===== src/nd_cs_pkg.sv =====
/*
  Microinstruction formats for the control store, shared by the
  microsequencer, the ALU datapath and the testbench model.
  One 32-bit word is read either as an ALU operation or as a jump.
*/
package nd_cs_pkg;

  typedef enum logic [2:0] {
    op_add    = 3'd0,
    op_sub    = 3'd1,
    op_and    = 3'd2,
    op_or     = 3'd3,
    op_xor    = 3'd4,
    op_pass_b = 3'd5,
    op_shl    = 3'd6,
    op_ld_idb = 3'd7   // Register takes the IDB
  } alu_op_e;

  typedef enum logic [2:0] {
    cond_always = 3'd0,
    cond_zero   = 3'd1,
    cond_nzero  = 3'd2,
    cond_carry  = 3'd3,
    cond_stop   = 3'd4  // Halt until fetch
  } cond_e;

  // ALU format, format bit low
  typedef struct packed {
    logic        fmt;      // 0 for ALU word
    alu_op_e     op;
    logic [2:0]  dst;
    logic [2:0]  src_a;
    logic [2:0]  src_b;
    logic        use_imm;  // B from immediate
    logic [11:0] imm;
    logic        wr_en;    // Write dst
    logic        stoc;     // Result onto IDB and CD
    logic        map;      // Translate src_a
    logic        wpt;      // Page table entry [src_a] <= src_b
    logic [1:0]  spare;
  } alu_fmt_t;

  // Jump format, format bit high
  typedef struct packed {
    logic        fmt;      // 1 for jump word
    cond_e       cond;
    logic [11:0] target;
    logic [15:0] spare;
  } jmp_fmt_t;

  typedef union packed {
    alu_fmt_t alu;
    jmp_fmt_t jmp;
  } cs_word_t;

  typedef struct packed {
    logic zero;
    logic carry;
  } alu_flags_t;

endpackage


===== src/cpu_seq.sv =====
/*
  Microsequencer. Steps the micro-PC one word per cycle, takes jumps on
  the ALU flags, halts on a stop word and restarts at 0 on fetch.
  A page fault vectors to the top control store word.
*/
`timescale 1ns/1ps

module cpu_seq
  import nd_cs_pkg::*;
#(
  parameter int CS_AW = 8  // Control store address width, max 12
) (
  input  logic             sysclk,
  input  logic             arst_n,
  input  cs_word_t         cs_word,
  input  alu_flags_t       flags,
  input  logic             trap,    // Page fault from the MMU
  input  logic             fetch,   // Restart strobe
  output logic [CS_AW-1:0] upc,
  output logic             run,
  output logic             halt
);

  localparam logic [CS_AW-1:0] trap_vec = '1;  // Highest word

  jmp_fmt_t jw;
  logic     is_jmp;
  logic     cond_ok;
  logic     stop;
  logic     take;

  assign jw     = cs_word.jmp;
  assign is_jmp = jw.fmt;
  assign run    = ~halt;

  // Condition against the flags of the last executed ALU word
  always_comb begin
    case (jw.cond)
      cond_always: cond_ok = 1'b1;
      cond_zero:   cond_ok = flags.zero;
      cond_nzero:  cond_ok = ~flags.zero;
      cond_carry:  cond_ok = flags.carry;
      default:     cond_ok = 1'b0;  // Stop and unused codes
    endcase
  end

  assign stop = run & is_jmp & (jw.cond == cond_stop);
  assign take = run & is_jmp & cond_ok;

  always_ff @(posedge sysclk or negedge arst_n) begin
    if (!arst_n) begin
      upc  <= '0;
      halt <= 1'b1;  // Wait for the first fetch
    end else if (fetch) begin
      upc  <= '0;    // Restart at word 0
      halt <= 1'b0;
    end else if (trap) begin
      upc <= trap_vec;  // Fault handler
    end else if (halt) begin
      upc <= upc;       // Frozen
    end else if (stop) begin
      halt <= 1'b1;     // upc holds on the stop word
    end else if (take) begin
      upc <= jw.target[CS_AW-1:0];
    end else begin
      upc <= upc + 1'b1;
    end
  end

endmodule


===== config.mk =====
export PLATFORM = sky130hd
export DESIGN_NAME = cpu_seq
export DESIGN_NICKNAME = d
export VERILOG_FILES = /design/src/nd_cs_pkg.sv /design/src/cpu_seq.sv
export SDC_FILE = /design/constraint.sdc
export NUM_CORES = 1
export LEC_CHECK = 0
export BUFFER_PORTS_ARGS = -buffer_cell sky130_fd_sc_hd__buf_2
export CAP_MARGIN = 25
export CORE_MARGIN = 2
export CORE_UTILIZATION = 35
export CTS_BUF_LIST = sky130_fd_sc_hd__clkbuf_16
export DETAILED_ROUTE_END_ITERATION = 6
export GPL_TIMING_DRIVEN = 0
export PLACE_DENSITY_LB_ADDON = 0.12
export RECOVER_POWER = 25
export SYNTH_ARGS = -nofsm -noshare
export SYNTH_HDL_FRONTEND = slang
export SYNTH_SLANG_ARGS = --single-unit

===== constraint.sdc =====
create_clock -name sysclk -period 1.92 [get_ports sysclk]
set_input_delay 0.192 -clock sysclk [delete_from_list [all_inputs] [get_ports sysclk]]
set_output_delay 0.192 -clock sysclk [all_outputs]
set_load 0.02 [all_outputs]

-- Word-level counts from Yosys, hierarchy flattened
Cells that the tools add are included.
- register bits after elaboration: 9
- bits in latches: 0
- memory bits (writable): 0
- bits in read-only memories: 0
- bits of input ports: 38
- output and inout port bits: 10
- logic and storage cells: 27
- memories kept: 0
- add/subtract/negate cells: 1
- multipliers: 0
- div/mod/pow operators: 0
- $lt $le $gt $ge: 0
- equal/unequal tests: 7
- shift-type cells: 0
- mux-type cells: 10
- bitwise operators: 5
- reduce and logical (&&, ||, !) cells: 2
- operators by type and width (cell ; count):
    2-to-1 mux 8 bit ; 5
    adder 8 x 1 -> 8 bit, second input constant ; 1
    == test 3 x 2 -> 1 bit, second input constant ; 2
    inequality test 3 bit, second input constant ; 2
    2-to-1 mux 1 bit ; 4
    case mux 1 bit (4 select lines) ; 1
    bitwise AND 1 bit ; 3
    == test 3 x 1 -> 1 bit, second input constant ; 1
    == test 3 bit, second input constant ; 1
    zero test 3 bit ; 1
    inequality test 2 x 1 -> 1 bit, second input constant ; 1
    inverter 1 bit ; 2
    AND reduction 2 bit ; 1

-- Longest topological paths before layout
- word-level depth: 8
- gate-level depth with buffers: 5
- gate-level depth less buffers: 5

-- Least setup slack after synthesis
No wires, ideal clock.
- path type: register -> register
- start point: register upc[0]
- end point: register upc[6]
- library setup time: 0.096 ns
- arrival time: 1.542 ns
- data required time: 1.824 ns
- setup slack: 0.282 ns
- stages on the path, launching flop included: 6
- buffers on the path: 0
- period minus slack after synthesis: 1.638 ns
- cell sequence: dfrtp_1 ha_1 inv_1 or3_1 and4_4 nor4_2
- word-level cells in the longest chain between the ends: 6
- RTL lines (what ; line ; RTL):
    from (decl) ; cpu_seq.sv:19 ; output logic [CS_AW-1:0] upc,
    from (signal assigned) ; cpu_seq.sv:58 ; upc <= trap_vec;
    from (signal assigned) ; cpu_seq.sv:60 ; upc <= upc;
    from (signal assigned) ; cpu_seq.sv:64 ; upc <= jw.target[CS_AW-1:0];
    adder 8 x 1 -> 8 bit ; cpu_seq.sv:66 ; upc <= upc + 1'b1;
    2-to-1 mux 8 bit ; cpu_seq.sv:63 ; end else if (take) begin
    2-to-1 mux 8 bit ; cpu_seq.sv:61 ; end else if (stop) begin
    2-to-1 mux 8 bit ; cpu_seq.sv:59 ; end else if (halt) begin
    2-to-1 mux 8 bit ; cpu_seq.sv:57 ; end else if (trap) begin
    2-to-1 mux 8 bit ; cpu_seq.sv:54 ; end else if (fetch) begin
No other way between the ends. The select of a mux whose other input is x is not followed.
A chain may end at the register's enable or synchronous reset.

-- Final worst setup path
Same ends and word-level chain as after synthesis.

==> metrics <==
status finished clean; Mean Syn Cell Area 9.12 um2; Vias/cell 5.18; GR Util met1 0.208; detailed placement HPWL 1.25 mm; Layout Utilization 0.514; # port buffers 26; Power Total 0.739 mW; initial antenna violation count 0; crit path cell chain ha_1 > inv_1 > or3_1 > and4_4 > nor4_2; Crit path largest cell delay 470 ps; Die Footprint 2180 um2; clock sink count 9; Max FO, Critical Path 8; top cell type's share of synthesized area 0.314; H-tree depth 1; TritonCTS Buffers 3; sequential cell area fraction in the yosys report 0.355; starting DRC count in detailed routing 5; Reg clk slew, reported paths 40 ps; CP endpoint kind flop; DRT Pass-1 Iters 6; worst setup path endpoint upc[6]$_DFFE_PN0P_; Final Slew Violations 0; Top Ports 48; Worst VDD drop 0.494 mV; register bit total from synthesis 9; final setup vio count 0; postcts setup bufs 0; gpl congestion 0.738; clk buf depth 2; Cells after Synth 70; grt met2 use 0.289; crit start category flop; Non-Filler Instances 126; largest net degree at the start of global routing 11; final clock skew 2.07 ps; placed cell areas 800 um2; PD cells 833 nW/um2; Crit Path Class flop to flop; LEAKAGE 0.415 nW; Final nets 141; fmax 607 MHz; Area contributors post-synth dfrtp_1 (31%), mux2i_1 (9.4%), a211oi_1 (7.1%), nor3_1 (6.3%), dfstp_2 (4.1%); reg2reg end upc[6]$_DFFE_PN0P_; worst-margin pin slew 796 ps; CP required 2060 ps; Setup TNS Final 0 ps; R2R Path Start upc[0]$_DFFE_PN0P_; # diodes 0; fin crit share 0.857; Post-CTS Resized 0; Die Span X 46.7 um; MaxCap Viol Count 0; DR vias 653; Synth cell types 31; crit path max-delay cell type dfrtp_1; worst skew pair latency 230 ps; syn_nets 109; endpoints failing hold 0; area delta synth->final 39.0%; flop2flop setup slack 270 ps; hold crit path type primary input to flop; final wirelength 1.75 mm; Mapped Area 638 um2; number of global-route vias before repair 578; largest area contributor in the netlist dfrtp_1; relative slew slack 0.465; grt peak-use layer met2; DRC 0; TritonCTS clock tree done; Rows 15; Filler Cell Count 179; Core ar. 1730 um2; GRT Util Overall 0.171; Worst EP arrival 1790 ps; post-route ant nets 0; Root Buffer clkbuf_16; Final min period 1650 ps; met3 Usage GRT 0.0392; crit path launch upc[0]$_DFFE_PN0P_; Placed Instances 121; initial core utilization 0.370; Die Y 46.7 um; gr ovfl total 0; RSZ-0062 raised after global routing no; min-delay src cs_word[21]; Synth warnings 0; first-pass GRT wire length 2.55 mm; Worst Reg-to-Reg Cells 5; layout cells sized above 1 0.327; post-route cell area 887 um2; routed length per instance 13.9 um
==> worst min-delay path by stage <==
stage	to	cells past startpoint	slack, ps
finish	upc[5]$_DFFE_PN0P_	3	250
global route	upc[5]$_DFFE_PN0P_	3	310
CTS	upc[5]$_DFFE_PN0P_	3	250
detailed placement	upc[4]$_DFFE_PN0P_	1	60
global placement	upc[4]$_DFFE_PN0P_	1	60
floorplan	upc[0]$_DFFE_PN0P_	0	-100
==> area by class of cell <==
class	count	area (um2)	area share
inverter	5	18.8	0.0212
timing repair buffer	27	139	0.157
multi-input combinational	53	378	0.426
tap	25	31.3	0.0353
sequential	9	226	0.255
buffer	3	15.0	0.0169
clock inverter	1	3.75	0.00423
clock buffer	3	75.1	0.0846
==> worst max-delay path, delay by kind of cell, from the launching register on <==
family | cells | cell delay [ps]
adders and majority gates | 1 | 280
buffers and inverters | 1 | 70
and+or+nand+nor | 3 | 730
DFF | 1 | 470
==> placed cells by master, fill, tap and decap left out, drive strengths merged <==
master	n
dfrtp	8
mux2i	6
inv	6
nand4	1
clkbuf	5
a31oi	1
nand2	1
buf	27
ha	1
o21ai	3
o21a	1
nand4b	1
dlygate4sd3	1
nand3	4
dfstp	1
nor4	4
o211ai	1
and3	1
nor3	8
a211oi	6
xor2	1
xnor2	2
and4	2
o31ai	1
nor2	2
or2	1
or3	3
a21oi	1
nor4bb	1
==> metrics by stage <==
stage / setup slack, ps / hold WS, ps
after CTS: 252 / 250
after global placement: 237 / 58.2
final: 274 / 253
after detailed placement: 229 / 60.6
after global routing: 135 / 305
after floorplan: 282 / -104
==> layer usage <==
metal / wire (um) / vias up
met4: 10 / 0
met3: 134 / 2
met5: 0 / -
met1: 794 / 290
li1: - / 333
met2: 812 / 28
==> where the power goes <==
group | switching [mW] | total (mW) | internal, mW
clock network | 0.0937 | 0.366 | 0.272
registers | 0.0258 | 0.233 | 0.207
logic | 0.0779 | 0.140 | 0.0619
==> synth_stat cells, drive strengths merged <==
cell and instances:
buf 2, inv 5, or2 1, nor2 2, o21a 1, nor3 8
clkbuf 1, or3 3, o31ai 1, nand4b 1, a211oi 6, nor4 4
a31oi 1, mux2i 6, o211ai 1, and3 1, ha 1, dfstp 1
nand4 1, xnor2 2, and4 2, nand2 1, xor2 1, nand3 4
dfrtp 8, nor4bb 1, a21oi 1, o21ai 3
==> sequential cells by signal (all words and copies together), names as in the netlist <==
name,cells
upc,8
halt,1
==> timing repair <==
item                                    4_1_cts  5_1_grt
hold endpoints to repair                      8        0
hold buffers                                  1        0
endpoints found under the setup margin        0        0
==> logic make-up (layout without fill, tap and decap cells) <==
logic type | count (synthesis) | after routing | share of synthesized area
AO/OA/AOI/OAI | 14 | 14 | 0.147
adder cells (fa/ha/maj) | 1 | 1 | 0.0196
AND/OR/NAND/NOR | 29 | 29 | 0.290
multiplexers | 6 | 6 | 0.0941
XOR/XNOR | 3 | 3 | 0.0412
flip-flops | 9 | 9 | 0.355
buffers and inverters | 8 | 39 | 0.0529
Power figures use the tool's default switching activity.
