$ cat src/nd_bus_pkg.sv
/*
  Bus word and memory-management types.
  A 16-bit logical address splits into a 6-bit page table index (15:10)
  and a 10-bit offset (9:0); the physical address is ppn plus offset.
*/
package nd_bus_pkg;

  typedef logic [15:0] cpu_word_t;

  // Page table entry as written from a bus word
  typedef struct packed {
    logic        valid;  // Bit 15
    logic        spare;  // Bit 14, ignored
    logic [13:0] ppn;
  } pte_t;

  // 24-bit physical address
  typedef struct packed {
    logic [13:0] ppn;
    logic [9:0]  offset;
  } pa_t;

  // Logical address split, upper 6 bits index the page table
  typedef struct packed {
    logic [5:0] page;
    logic [9:0] offset;
  } log_addr_t;

endpackage

$ cat src/nd_cs_pkg.sv
/*
  Microinstruction formats for the control store, shared by the
  microsequencer, the ALU datapath and the testbench model.
  One 32-bit word is read either as an ALU operation or as a jump.
*/
package nd_cs_pkg;

  typedef enum logic [2:0] {
    op_add    = 3'd0,
    op_sub    = 3'd1,
    op_and    = 3'd2,
    op_or     = 3'd3,
    op_xor    = 3'd4,
    op_pass_b = 3'd5,
    op_shl    = 3'd6,
    op_ld_idb = 3'd7   // Register takes the IDB
  } alu_op_e;

  typedef enum logic [2:0] {
    cond_always = 3'd0,
    cond_zero   = 3'd1,
    cond_nzero  = 3'd2,
    cond_carry  = 3'd3,
    cond_stop   = 3'd4  // Halt until fetch
  } cond_e;

  // ALU format, format bit low
  typedef struct packed {
    logic        fmt;      // 0 for ALU word
    alu_op_e     op;
    logic [2:0]  dst;
    logic [2:0]  src_a;
    logic [2:0]  src_b;
    logic        use_imm;  // B from immediate
    logic [11:0] imm;
    logic        wr_en;    // Write dst
    logic        stoc;     // Result onto IDB and CD
    logic        map;      // Translate src_a
    logic        wpt;      // Page table entry [src_a] <= src_b
    logic [1:0]  spare;
  } alu_fmt_t;

  // Jump format, format bit high
  typedef struct packed {
    logic        fmt;      // 1 for jump word
    cond_e       cond;
    logic [11:0] target;
    logic [15:0] spare;
  } jmp_fmt_t;

  typedef union packed {
    alu_fmt_t alu;
    jmp_fmt_t jmp;
  } cs_word_t;

  typedef struct packed {
    logic zero;
    logic carry;
  } alu_flags_t;

endpackage

$ cat src/cpu_alu.sv
/*
  16-bit datapath: 8 x 16 register file, ALU and flag register.
  Decodes the ALU form of the microword and issues the bus and MMU
  strobes; a jump word or a halted sequencer changes nothing.
*/
`timescale 1ns/1ps

module cpu_alu
  import nd_cs_pkg::*;
  import nd_bus_pkg::*;
(
  input  logic       sysclk,
  input  logic       arst_n,
  input  cs_word_t   cs_word,
  input  logic       run,     // Sequencer running
  input  cpu_word_t  idb,     // Internal data bus
  output cpu_word_t  result,  // Value driven onto the IDB
  output cpu_word_t  a_val,
  output cpu_word_t  b_val,
  output alu_flags_t flags,
  output logic       stoc,
  output logic       map,
  output logic       wpt
);

  alu_fmt_t  aw;
  logic      exec;     // ALU word in a running cycle
  cpu_word_t core;     // Operation result from A and B
  logic      carry_n;  // Next carry
  cpu_word_t wr_data;  // Register and flag source
  cpu_word_t rf [8];

  assign aw   = cs_word.alu;
  assign exec = run & ~aw.fmt;

  // Operand read
  assign a_val = rf[aw.src_a];
  assign b_val = aw.use_imm ? {4'b0, aw.imm} : rf[aw.src_b];  // Zero-extended immediate

  always_comb begin
    carry_n = 1'b0;  // Only add, sub and shl set carry
    core    = '0;
    case (aw.op)
      op_add:    {carry_n, core} = {1'b0, a_val} + {1'b0, b_val};
      op_sub:    {carry_n, core} = {1'b0, a_val} - {1'b0, b_val};  // Carry is borrow
      op_and:    core = a_val & b_val;
      op_or:     core = a_val | b_val;
      op_xor:    core = a_val ^ b_val;
      op_pass_b: core = b_val;
      op_shl:    {carry_n, core} = {a_val, 1'b0};  // MSB out to carry
      default:   core = '0;  // ld_idb takes the bus below
    endcase
  end

  // On ld_idb the ALU listens to the bus and drives nothing onto it
  assign wr_data = (aw.op == op_ld_idb) ? idb : core;
  assign result  = (aw.op == op_ld_idb) ? '0 : core;

  // Strobes only from a running ALU word
  assign stoc = exec & aw.stoc;
  assign map  = exec & aw.map;
  assign wpt  = exec & aw.wpt;

  // Register write at end of cycle
  always_ff @(posedge sysclk) begin
    if (exec && aw.wr_en) begin
      rf[aw.dst] <= wr_data;
    end
  end

  // Flags follow every executed ALU word
  always_ff @(posedge sysclk or negedge arst_n) begin
    if (!arst_n) begin
      flags <= '0;
    end else if (exec) begin
      flags.zero  <= (wr_data == '0);
      flags.carry <= carry_n;
    end
  end

endmodule

$ cat config.mk
export PLATFORM = sky130hd
export DESIGN_NAME = cpu_alu
export DESIGN_NICKNAME = d
export VERILOG_FILES = /design/src/nd_bus_pkg.sv /design/src/nd_cs_pkg.sv /design/src/cpu_alu.sv
export SDC_FILE = /design/constraint.sdc
export NUM_CORES = 1
export LEC_CHECK = 0
export ABC_CLOCK_PERIOD_IN_PS = 4100
export BUFFER_PORTS_ARGS = -buffer_cell sky130_fd_sc_hd__buf_2
export CORE_MARGIN = 8
export CORE_UTILIZATION = 45
export CTS_BUF_LIST = sky130_fd_sc_hd__clkbuf_16
export DETAILED_ROUTE_END_ITERATION = 8
export PLACE_DENSITY = 0.73
export SLEW_MARGIN = 20
export SYNTH_ARGS = -nofsm -noshare
export SYNTH_HDL_FRONTEND = slang
export SYNTH_SLANG_ARGS = --single-unit
export TNS_END_PERCENT = 30
$ cat constraint.sdc
create_clock -name sysclk -period 4.1 [get_ports sysclk]
set_input_delay 0 -clock sysclk [delete_from_list [all_inputs] [get_ports sysclk]]
set_output_delay 0 -clock sysclk [all_outputs]
set_load 0.01 [all_outputs]
* Word level (Yosys, flattened, before mapping) *
Memory sizes are Yosys's and may differ from the RTL's.
Cells that the tools add are included.

storage, ports and cells
  bits in registers = 2
  memories kept = 1
  RAM bits = 128
  output and inout bits = 53

operators by class
  $add $sub $neg = 2
  reductions and logical operators = 3
  multiplexer cells = 7
  bitwise operators = 8
  equality and inequality tests = 7

memory list
  memory  words  bits a word  rd ports  clocked after memory_dff  wr ports  line           source
  rf      8      16           2         0                         1         cpu_alu.sv:31  cpu_word_t rf [8];

operators with widths
  cell                                           number
  case mux 16 bit (7 select lines)               1
  2-to-1 mux 16 bit                              3
  adder 16 x 16 -> 17 bit                        1
  subtractor 16 x 16 -> 17 bit                   1
  bitwise AND 16 bit                             1
  zero test 16 bit                               1
  bitwise OR 16 bit                              1
  XOR 16 bit                                     1
  == test 3 bit, second input constant           4
  == test 3 x 2 -> 1 bit, second input constant  2
  bitwise AND 1 bit                              4
  == test 3 x 1 -> 1 bit, second input constant  1
  zero test 3 bit                                1
  case mux 1 bit (3 select lines)                1
  2-to-1 mux 1 bit                               2
  logical AND 1 bit                              1
  NOT 1 bit                                      1

* Depth between registers and ports, before layout *
Gate-level depths: netlist of run 1.
An unclocked memory read counts as a cell.

  depth in word-level cells = 6
  depth in mapped cells = 18

* Least setup slack after synthesis of run 1 *
OpenSTA, ideal clock, no wires.

  path kind = in2reg
  start = in cs_word[24] (netlist name)
  end = reg flags[1] (netlist name)
  required time = 4,008 ps
  slack = -372 ps
  cell stages on the path = 17
  arrival = 4,380 ps
  library setup time = 92 ps
  path through = clkbuf_1 > clkbuf_1 > mux4_2 > nor2_1 > a221oi_1 > inv_1 > ha_1 > clkbuf_1 > o21a_1 > o31ai_1 > a21oi_1 > nor2_1 > a211oi_1 > o21ai_1 > or4_1 > or4_1 > o31ai_2

on the way
  cells in the longest elaborated chain, start to end = 5
  elaborated cells between the ends (all ways) = 9

ends and longest elaborated chain
  what                                                                            line                          source
  start: declaration                                                              cpu_alu.sv:14                 input cs_word_t cs_word,
  memory read (8 x 16 bit) *                                                      --
  net a_val[4]                                                                    cpu_alu.sv:18                 output cpu_word_t a_val,
  subtractor 16 x 16 -> 17 bit / adder 16 x 16 -> 17 bit (equally long branches)  cpu_alu.sv:45, cpu_alu.sv:44
  case mux 16 bit (7 select lines) *                                              cpu_alu.sv:43                 case (aw.op)
  2-to-1 mux 16 bit *                                                             cpu_alu.sv:56                 assign wr_data = (aw.op == op_ld_idb) ? idb : core;
  net wr_data[8]                                                                  cpu_alu.sv:30                 cpu_word_t wr_data;
  zero test 16 bit *                                                              cpu_alu.sv:76                 flags.zero <= (wr_data == '0);
  end: declaration                                                                cpu_alu.sv:20                 output alu_flags_t flags,

The timed path passes the listed nets; every way through them passes the cells marked *.
A chain may end at the register's enable or synchronous reset.

==> results.sh, run 1 <==
export IMPL_synth_edf_count=128
export IMPL_gp_congestion=0.989
export IMPL_io_buffers=101
export IMPL_grt_util_all_layers_pct=23.2
export IMPL_pwr_share_clk_pct=33.7
export IMPL_worstMarginPinSlew_ns=0.937
export IMPL_ant_nets=0
export IMPL_cp_arrival_ns=4.62
export IMPL_vias=8136
export IMPL_design_area_um2=12100
export IMPL_fin_ws_ns=-0.191
export IMPL_dr_pass1_iters=5
export IMPL_cp_end_kind="flop"
export IMPL_cap_violations=0
export IMPL_max_slew_margin_pct=37.3
export IMPL_die_w_um=159
export IMPL_cts_clk_slew_worst_paths_ns=0.06
export IMPL_power_internal_mw=3.20
export IMPL_placed_cell_area_um2=11000
export IMPL_layout_drive_gt1_share_pct=40.9
export IMPL_synth_seq_area_share_pct=42.3
export IMPL_grt_max_degree=32
export IMPL_insertion_delay_ns=0.42
export IMPL_synthToLayoutAreaGrowth_pct=31.7
export IMPL_status="complete, but fails checks"
export IMPL_final_setup_viol_count=3
export IMPL_finalHoldViolCount=0
export IMPL_cts_sinks=130
export IMPL_synth_flop_cell="edfxtp_1"
export IMPL_die_y_um=159
export IMPL_rsz0062_at_grt="true"
export IMPL_async_reset_ff_share_pct=1.54
export IMPL_p_per_area_nw_per_um2=375
export IMPL_cts_buffers=17
export IMPL_fin_crit_ns=4.29
export IMPL_p_leak_nw=4.92
export IMPL_start_util_pct=45.7
export IMPL_antenna_found_initial=1
export IMPL_synth_seq_cells=130
export IMPL_die_area_um2=25300
export IMPL_syn_nets=884
export IMPL_worstSetupPathType="flop to flop"
export IMPL_violations="negative setup slack"
export IMPL_drt_first_iter_violations=700
export IMPL_vdd_ir_drop_max_v=0.000269
export IMPL_drcViolationCount=0
export IMPL_fin_cells=1299
export IMPL_setup_worst_path_start_class="flop"
export IMPL_cts_tree="yes"
export IMPL_setup_tns_ns=-0.254
export IMPL_slew_viol_final=0
export IMPL_hold_class="input port to flop"
export IMPL_synth_cells=779
export IMPL_htree_levels=4
export IMPL_grt_pass1_wl_um=46100
export IMPL_synth_cell_types=79
export IMPL_coreArea_um2=20200
export IMPL_viasPerCell=6.26
export IMPL_critPathMaxFanout=2
export IMPL_grt_pass1_vias=8146
export IMPL_dp_cells=1250
export IMPL_grt_ovfl_total=0
export IMPL_totalWireLength_um=30600
export IMPL_layout_commonest_cell="buf_4"
export IMPL_final_setup_skew_ns=0.0118
export IMPL_num_fill_cells=1557
export IMPL_synth_warnings=0
export IMPL_p_comb_share_pct=32.3
export IMPL_max_freq_mhz=233
export IMPL_power_switching_mw=1.35
export IMPL_io_pins=104
export IMPL_final_cell_mix="153 x buf_4, 128 x edfxtp_1, 100 x buf_2, 53 x mux4_2"
export IMPL_rows=52
export IMPL_pwr_share_seq_pct=34.0
export IMPL_clockBufferDepth=2
export IMPL_nets=1120
export IMPL_root_buffer="clkbuf_16"
export IMPL_synth_area_um2=9210
export IMPL_finalPower_mw=4.55
export IMPL_avgSynthCellArea_um2=11.8
export IMPL_avgRoutedWirePerCell_um=23.6
export IMPL_required_ns=4.43
export IMPL_dp_slack_ns=-0.369
export IMPL_swShare_pct=29.6
export IMPL_multi_input_area_um2=5290
export IMPL_dp_hpwl_um=21900
export IMPL_fin_crit_sh_pct=105
export IMPL_regArea_um2=3890
[layout make-up]
type | instances | share of cell area [%]
clock inverters | 15 | 1.44
flip-flops and latches | 130 | 32.1
clock buffers | 17 | 3.51
diodes | 1 | 0.0206
well taps | 270 | 2.78
repair buffers | 266 | 14.9
inverters | 53 | 1.64
multi-input cells | 547 | 43.6
[through the flow]
step                      hold slack (ns)  util (%)
final                              0.0574      60.2
after floorplan                    -0.296         -
after global routing               0.0590      60.2
after detailed placement           -0.205      54.8
after CTS                          0.0253      59.0
after global placement             -0.201      54.8
[state kept, by name, summed over array words and instances (netlist names)]
register and count:
rf 128, flags 2
[kinds of logic after synthesis]
| logic type | Yosys count | share of synthesized area, % |
|---|---|---|
| xor+xnor | 5 | 0.475 |
| simple gates | 191 | 10.6 |
| flops | 130 | 42.3 |
| compound gates | 188 | 15.2 |
| buf+inv | 102 | 4.39 |
| mux | 109 | 19.5 |
| fa+ha+maj | 54 | 7.50 |
[synth_stat cells, types with 8 or more instances]
cell	instances	share of area, %
edfxtp_1	128	42
ha_1	52	7.1
mux4_2	52	13
nor2_1	52	2.1
inv_1	49	2.0
mux2i_1	43	4.7
clkbuf_1	38	1.5
nand2_1	34	1.4
a21oi_1	31	1.7
a22oi_1	18	1.5
a21o_1	16	1.3
nor3_1	16	0.87
nand2b_1	13	0.88
o221ai_1	13	1.2
o21ai_0	12	0.65
a211oi_1	11	0.90
mux2_2	11	1.3
nor2b_1	11	0.75
nand3_1	9	0.49
or2_2	9	0.61
buf_2	8	0.43
or4_1	8	0.65
[power groups by stage]
| stage | logic [mW] | registers, mW | clock network (mW) |
|---|---|---|---|
| global placement | 1.27 | 1.57 | 0 |
| floorplan | 0.721 | 1.57 | 0 |
| detailed placement | 1.29 | 1.57 | 0 |
| CTS | 1.37 | 1.55 | 1.54 |
| global route | 1.57 | 1.55 | 1.59 |
| finish | 1.47 | 1.55 | 1.53 |
[path summary, 6_finish.rpt]
| path | start | cells past startpoint | to | slack (ns) |
|---|---|---|---|---|
| setup / recovery | rf[7][0] | 14 | flags[1] | -0.19 |
| hold / removal | idb[5] | 4 | flags[1] | 0.06 |
| setup reg to reg | rf[7][0] | 14 | flags[1] | -0.19 |
| hold reg to reg | flags[1] | 2 | flags[1] | 0.53 |
| max in group asynchronous | arst_n | 3 | flags[1] | 3.50 |
| min in group asynchronous | arst_n | 3 | flags[0] | 0.47 |
[metal layers]
metal,global-route usage [%],up-vias,part of all wire (%)
li1,-,3556,-
met1,28.7,3985,38
met2,38.8,499,49
met3,4.32,96,9.3
met4,10.6,0,3.9
met5,0,-,0
[critical path: stages, from the launching register on]
cell      delay (ns)
edfxtp_1        0.38
mux4_2          0.48
mux2_4          0.28
mux2_4          0.29
ha_4            0.16
fa_2            0.35
or2_4           0.28
a211oi_4        0.27
o221ai_2        0.15
nand2b_1        0.14
o211a_1         0.20
o21ai_2         0.06
or4_1           0.53
or4_4           0.45
o31ai_2         0.19
[timing repair]
item                                   4_1_cts  5_1_grt
resized for setup                           28       36
setup buffers                                4        3
endpoints found under the hold margin       19       16
setup endpoints to repair                   48       64
pin swaps                                   10       20
hold buffers                                 7        2
(Power assumes the default switching activity.)
==> inputs of run 2 (changes only) <==
- RECOVER_POWER: not set -> 25
==> run 2 against run 1 <==
Net effect:
- via count fell by 0.45%
- final cell count did not move
- design area fell by 0.24%
- largest power group unchanged
- the run still ends with negative setup slack left
- sequential cell count did not move
- maximum frequency rose by 0.11%
- critical endpoint unchanged
- global-route usage did not move
- total power fell by 0.12%
- critical path type unchanged
- clock skew barely moved
==> results.sh, run 2 (synthesis gave the netlist of run 1 again) <==
export IMPL_r2r_end="flags[1]"
export IMPL_cts_clk_slew_worst_paths_ns=0.06
export IMPL_final_setup_skew_ns=0.0115
export IMPL_whs_path_depth=4
export IMPL_cap_violations=0
export IMPL_reg2reg_from="rf[5][0]"
export IMPL_met3_usage_pct=4.32
export IMPL_met2_usage_pct=38.8
export IMPL_largest_register="rf"
export IMPL_synthToLayoutAreaGrowth_pct=31.4
export IMPL_setup_tns_ns=-0.236
export IMPL_start_util_pct=45.7
export IMPL_reg_largest_list="rf: 128 flops, flags: 2 flops"
export IMPL_final_setup_viol_count=2
export IMPL_crit_family="multiplexers"
export IMPL_slew_viol_final=0
export IMPL_fin_crit_sh_pct=105
export IMPL_hold_class="input port to flop"
export IMPL_antenna_found_initial=1
export IMPL_die_w_um=159
export IMPL_coreArea_um2=20200
export IMPL_layout_commonest_cell="buf_4"
export IMPL_grt_busiest_layer="met2"
export IMPL_rows=52
export IMPL_rsz0062_at_grt="true"
export IMPL_r2r_setup_slack_ns=-0.19
export IMPL_critPathSlowestCell="mux4_2"
export IMPL_reg2reg_depth=14
export IMPL_die_y_um=159
export IMPL_p_comb_share_pct=32.3
export IMPL_dr_pass1_iters=5
export IMPL_worstPathCellList="mux4_2 -> mux2_4 -> mux2_4 -> ha_4 -> fa_2 -> or2_4 -> a211oi_4 -> o22ai_2 -> mux2i_1 -> a211oi_2 -> o211ai_1 -> or4_1 -> or4_4 -> o31ai_2"
export IMPL_cts_sinks=130
export IMPL_die_area_um2=25300
export IMPL_max_slew_margin_pct=11.5
export IMPL_grt_ovfl_total=0
export IMPL_required_ns=4.43
export IMPL_crit_top_cell="mux2_4"
export IMPL_utilization_pct=60.0
export IMPL_root_buffer="clkbuf_16"
export IMPL_layout_drive_gt1_share_pct=39.8
export IMPL_hold_end="flags[1]"
export IMPL_num_fill_cells=1567
export IMPL_worstMarginPinSlew_ns=1.33
export IMPL_fin_crit_ns=4.29
export IMPL_cp_num_buf_inv=0
export IMPL_fin_ws_ns=-0.186
export IMPL_p_per_area_nw_per_um2=375
export IMPL_ant_nets=0
export IMPL_nets=1120
export IMPL_clockBufferDepth=2
export IMPL_dp_hpwl_um=21900
export IMPL_io_pins=104
export IMPL_slowest_delay_ns=0.47
export IMPL_cts_tree="yes"
export IMPL_fin_cells=1299
export IMPL_final_cell_mix="147 x buf_4, 128 x edfxtp_1, 95 x buf_2, 53 x mux4_2"
export IMPL_io_buffers=101
export IMPL_pwr_share_clk_pct=33.7
export IMPL_drcViolationCount=0
export IMPL_max_freq_mhz=233
export IMPL_p_leak_nw=4.88
export IMPL_worstSetupPathType="flop to flop"
export IMPL_cts_buffers=17
export IMPL_grt_util_all_layers_pct=23.2
export IMPL_dp_cells=1250
export IMPL_critPathMaxFanout=2
export IMPL_drt_first_iter_violations=754
export IMPL_grt_pass1_vias=8146
export IMPL_cp_arrival_ns=4.61
export IMPL_violations="negative setup slack"
export IMPL_viasPerCell=6.23
export IMPL_grt_pass1_wl_um=46100
export IMPL_vias=8099
export IMPL_grt_max_degree=32
export IMPL_avgRoutedWirePerCell_um=23.5
export IMPL_use_met1_pct=28.7
export IMPL_finalHoldViolCount=0
export IMPL_htree_levels=4
export IMPL_insertion_delay_ns=0.41
export IMPL_placed_cell_area_um2=11000
export IMPL_hp_start="idb[5]"
export IMPL_pwr_share_seq_pct=34.1
export IMPL_largest_reg_flops=128
export IMPL_setup_worst_path_start_class="flop"
export IMPL_gp_congestion=0.989
export IMPL_totalWireLength_um=30600
export IMPL_status="complete, but fails checks"
export IMPL_power_switching_mw=1.34
export IMPL_swShare_pct=29.6
export IMPL_hold_ws_ns=0.0730
export IMPL_vdd_ir_drop_max_v=0.000267
export IMPL_power_internal_mw=3.20
export IMPL_design_area_um2=12100
export IMPL_cp_end_kind="flop"
run 2: per-layer routing:
metal  share of wire [%]  vias up
met3                 8.8       87
met1                  39     3978
met5                   0        -
met4                 3.8        0
met2                  49      479
li1                    -     3555
run 2: repair_timing:
item | in CTS | in global routing
endpoints found under the setup margin | 48 | 64
hold buffers | 7 | 2
pin swaps | 10 | 20
gates resized for setup | 28 | 36
buffers inserted | 4 | 3
endpoints found under the hold margin | 19 | 16
run 2: worst max-delay path by stage:
stage,startpoint,end,slack [ns],depth (start not counted)
final,rf[5][0],flags[1],-0.19,14
after global placement,rf[3][0],flags[1],-0.31,14
after global routing,rf[6][0],flags[1],-0.28,14
after detailed placement,rf[3][0],flags[1],-0.37,14
after CTS,rf[7][0],flags[1],-0.20,14
after floorplan,rf[3][0],flags[1],-0.06,14
run 2: worst min-delay path: cells and delay by family:
family          cells  cell delay [ns]
compound gates      2             0.21
simple gates        1             0.15
buf+inv             1             0.09
run 2: through the flow:
stage          power [mW]  setup slack [ns]
2_1_floorplan        2.29           -0.0615
3_3_place_gp         2.85            -0.308
3_5_place_dp         2.86            -0.369
4_1_cts              4.45            -0.201
5_1_grt              4.71            -0.280
6_report             4.55            -0.186
run 2: power groups by stage:
stage | clock network [mW] | logic, mW | registers (mW)
after global placement | 0 | 1.27 | 1.57
after floorplan | 0 | 0.721 | 1.57
final | 1.53 | 1.47 | 1.55
after global routing | 1.59 | 1.56 | 1.55
after CTS | 1.54 | 1.37 | 1.55
after detailed placement | 0 | 1.29 | 1.57
run 2: cell type report:
type | instances | area [um2] | share of cell area (%)
Multi-Input combinational cell | 547 | 5290 | 43.7
Tap cell | 270 | 338 | 2.79
Inverter | 53 | 199 | 1.64
Antenna cell | 1 | 2.50 | 0.0207
Sequential cell | 130 | 3890 | 32.2
Clock buffer | 17 | 425 | 3.51
Clock inverter | 15 | 175 | 1.45
Timing Repair Buffer | 266 | 1780 | 14.7
==> inputs of run 3 (changes only) <==
- CTS_BUF_LIST: sky130_fd_sc_hd__clkbuf_16 -> not set
==> run 3 against run 2 <==
Net effect:
- the run still ends with negative setup slack left
- worst hold slack worse by 0.017 ns
- wire length up 0.30%
- sequential share of layout area unchanged
- first-iteration DRC count up 6.5%
- sequential cell count unchanged
- non-clock buffer count unchanged
- largest cell class unchanged
- highest routed layer unchanged
==> results.sh, run 3 (synthesis gave the netlist of run 1 again) <==
export IMPL_whs_path_depth=4
export IMPL_hold_class="input port to flop"
export IMPL_dp_slack_ns=-0.369
export IMPL_cp_arrival_ns=4.62
export IMPL_largest_reg_flops=128
export IMPL_slew_viol_final=0
export IMPL_design_area_um2=12100
export IMPL_power_switching_mw=1.35
export IMPL_grt_pass1_wl_um=46100
export IMPL_r2r_setup_slack_ns=-0.19
export IMPL_use_met1_pct=28.7
export IMPL_largest_register="rf"
export IMPL_hp_start="idb[5]"
export IMPL_grt_pass1_vias=8145
export IMPL_dr_pass1_iters=7
export IMPL_die_w_um=159
export IMPL_vias=8184
export IMPL_cts_sinks=130
export IMPL_dp_cells=1250
export IMPL_swShare_pct=29.6
export IMPL_grt_ovfl_total=0
export IMPL_insertion_delay_ns=0.41
export IMPL_max_slew_margin_pct=10.2
export IMPL_p_leak_nw=4.87
export IMPL_met3_usage_pct=4.32
export IMPL_final_setup_viol_count=2
export IMPL_rsz0062_at_grt="true"
export IMPL_fin_crit_ns=4.29
export IMPL_worstSetupPathType="flop to flop"
export IMPL_root_buffer="clkbuf_16"
export IMPL_clockBufferDepth=2
export IMPL_viasPerCell=6.30
export IMPL_final_setup_skew_ns=0.0124
export IMPL_setup_worst_path_start_class="flop"
export IMPL_dp_hpwl_um=21900
export IMPL_cap_violations=0
export IMPL_hold_end="flags[1]"
export IMPL_totalWireLength_um=30600
export IMPL_vdd_ir_drop_max_v=0.000267
export IMPL_fin_ws_ns=-0.187
export IMPL_cp_end_kind="flop"
export IMPL_die_area_um2=25300
export IMPL_met2_usage_pct=38.8
export IMPL_io_pins=104
export IMPL_rows=52
export IMPL_io_buffers=101
export IMPL_required_ns=4.43
export IMPL_cts_tree="yes"
export IMPL_fin_crit_sh_pct=105
export IMPL_critPathMaxFanout=2
export IMPL_die_y_um=159
export IMPL_gp_congestion=0.989
export IMPL_max_freq_mhz=233
export IMPL_reg2reg_from="rf[7][0]"
export IMPL_grt_busiest_layer="met2"
export IMPL_final_cell_mix="147 x buf_4, 128 x edfxtp_1, 95 x buf_2, 53 x mux4_2, 51 x nor2_1"
export IMPL_violations="negative setup slack"
export IMPL_start_util_pct=45.7
export IMPL_synthToLayoutAreaGrowth_pct=31.4
export IMPL_pwr_share_clk_pct=33.8
export IMPL_htree_levels=4
export IMPL_grt_max_degree=32
export IMPL_worstMarginPinSlew_ns=1.35
export IMPL_power_internal_mw=3.21
export IMPL_drt_first_iter_violations=803
export IMPL_layout_drive_gt1_share_pct=39.8
export IMPL_p_per_area_nw_per_um2=376
export IMPL_coreArea_um2=20200
export IMPL_reg_largest_list="rf: 128 flops, flags: 2 flops"
export IMPL_ant_nets=0
export IMPL_r2r_end="flags[1]"
export IMPL_nets=1120
export IMPL_antenna_found_initial=1
export IMPL_status="complete, but fails checks"
export IMPL_cts_clk_slew_worst_paths_ns=0.06
export IMPL_cts_buffers=17
export IMPL_num_fill_cells=1567
export IMPL_placed_cell_area_um2=11000
export IMPL_grt_util_all_layers_pct=23.2
export IMPL_layout_commonest_cell="buf_4"
export IMPL_hold_ws_ns=0.0556
export IMPL_p_comb_share_pct=32.2
export IMPL_avgRoutedWirePerCell_um=23.6
export IMPL_fin_cells=1299
export IMPL_drcViolationCount=0
export IMPL_finalHoldViolCount=0
export IMPL_pwr_share_seq_pct=34.0
export IMPL_reg2reg_depth=14
## run 3: cell type report
type                    instances  area [um2]  area share [%]
repair buffers                266        1780            14.7
clock inverters                12         164            1.35
diodes                          1        2.50          0.0207
well taps                     270         338            2.79
multi-input cells             547        5290            43.7
flip-flops and latches        130        3890            32.2
clock buffers                  20         437            3.61
inverters                      53         199            1.64
## run 3: layer usage
metal,share of wire [%],vias to the layer above
met4,4.1,0
met2,48,541
met3,9.4,110
met5,0,-
met1,38,3977
li1,-,3556
## run 3: how the worst max path moves through the flow
stage / slack (ns) / start / cells after the start / to
floorplan: -0.06 / rf[3][0] / 14 / flags[1]
CTS: -0.20 / rf[7][0] / 14 / flags[1]
finish: -0.19 / rf[7][0] / 14 / flags[1]
global placement: -0.31 / rf[3][0] / 14 / flags[1]
global route: -0.28 / rf[6][0] / 14 / flags[1]
detailed placement: -0.37 / rf[3][0] / 14 / flags[1]
## run 3: what timing repair did
item,CTS,global route
pin swaps,10,20
gates resized for setup,28,36
endpoints found under the setup margin,48,64
buffers inserted,4,3
endpoints found under the hold margin,19,16
hold buffers,7,2
## run 3: worst max-delay path: stages, from the launching register on
cell	delay (ns)
edfxtp_1	0.38
mux4_2	0.48
mux2_4	0.28
mux2_4	0.29
ha_4	0.16
fa_2	0.35
or2_4	0.28
a211oi_4	0.27
o221ai_2	0.15
nand2b_1	0.14
o211a_1	0.20
o21ai_2	0.06
or4_1	0.53
or4_4	0.45
o31ai_2	0.18
## run 3: power by group through the flow
stage | Sequential [mW] | Clock (mW) | Combinational [mW]
2_1_floorplan | 1.57 | 0 | 0.721
3_3_place_gp | 1.57 | 0 | 1.27
3_5_place_dp | 1.57 | 0 | 1.29
4_1_cts | 1.55 | 1.55 | 1.37
5_1_grt | 1.55 | 1.60 | 1.56
6_report | 1.55 | 1.54 | 1.47
## run 3: through the flow
stage	setup TNS, ns	power, mW	util [%]
floorplan	-0.0615	2.29	-
global placement	-3.06	2.85	54.8
detailed placement	-4.67	2.86	54.8
CTS	-0.382	4.46	59.0
global route	-1.94	4.71	60.0
finish	-0.222	4.56	60.0
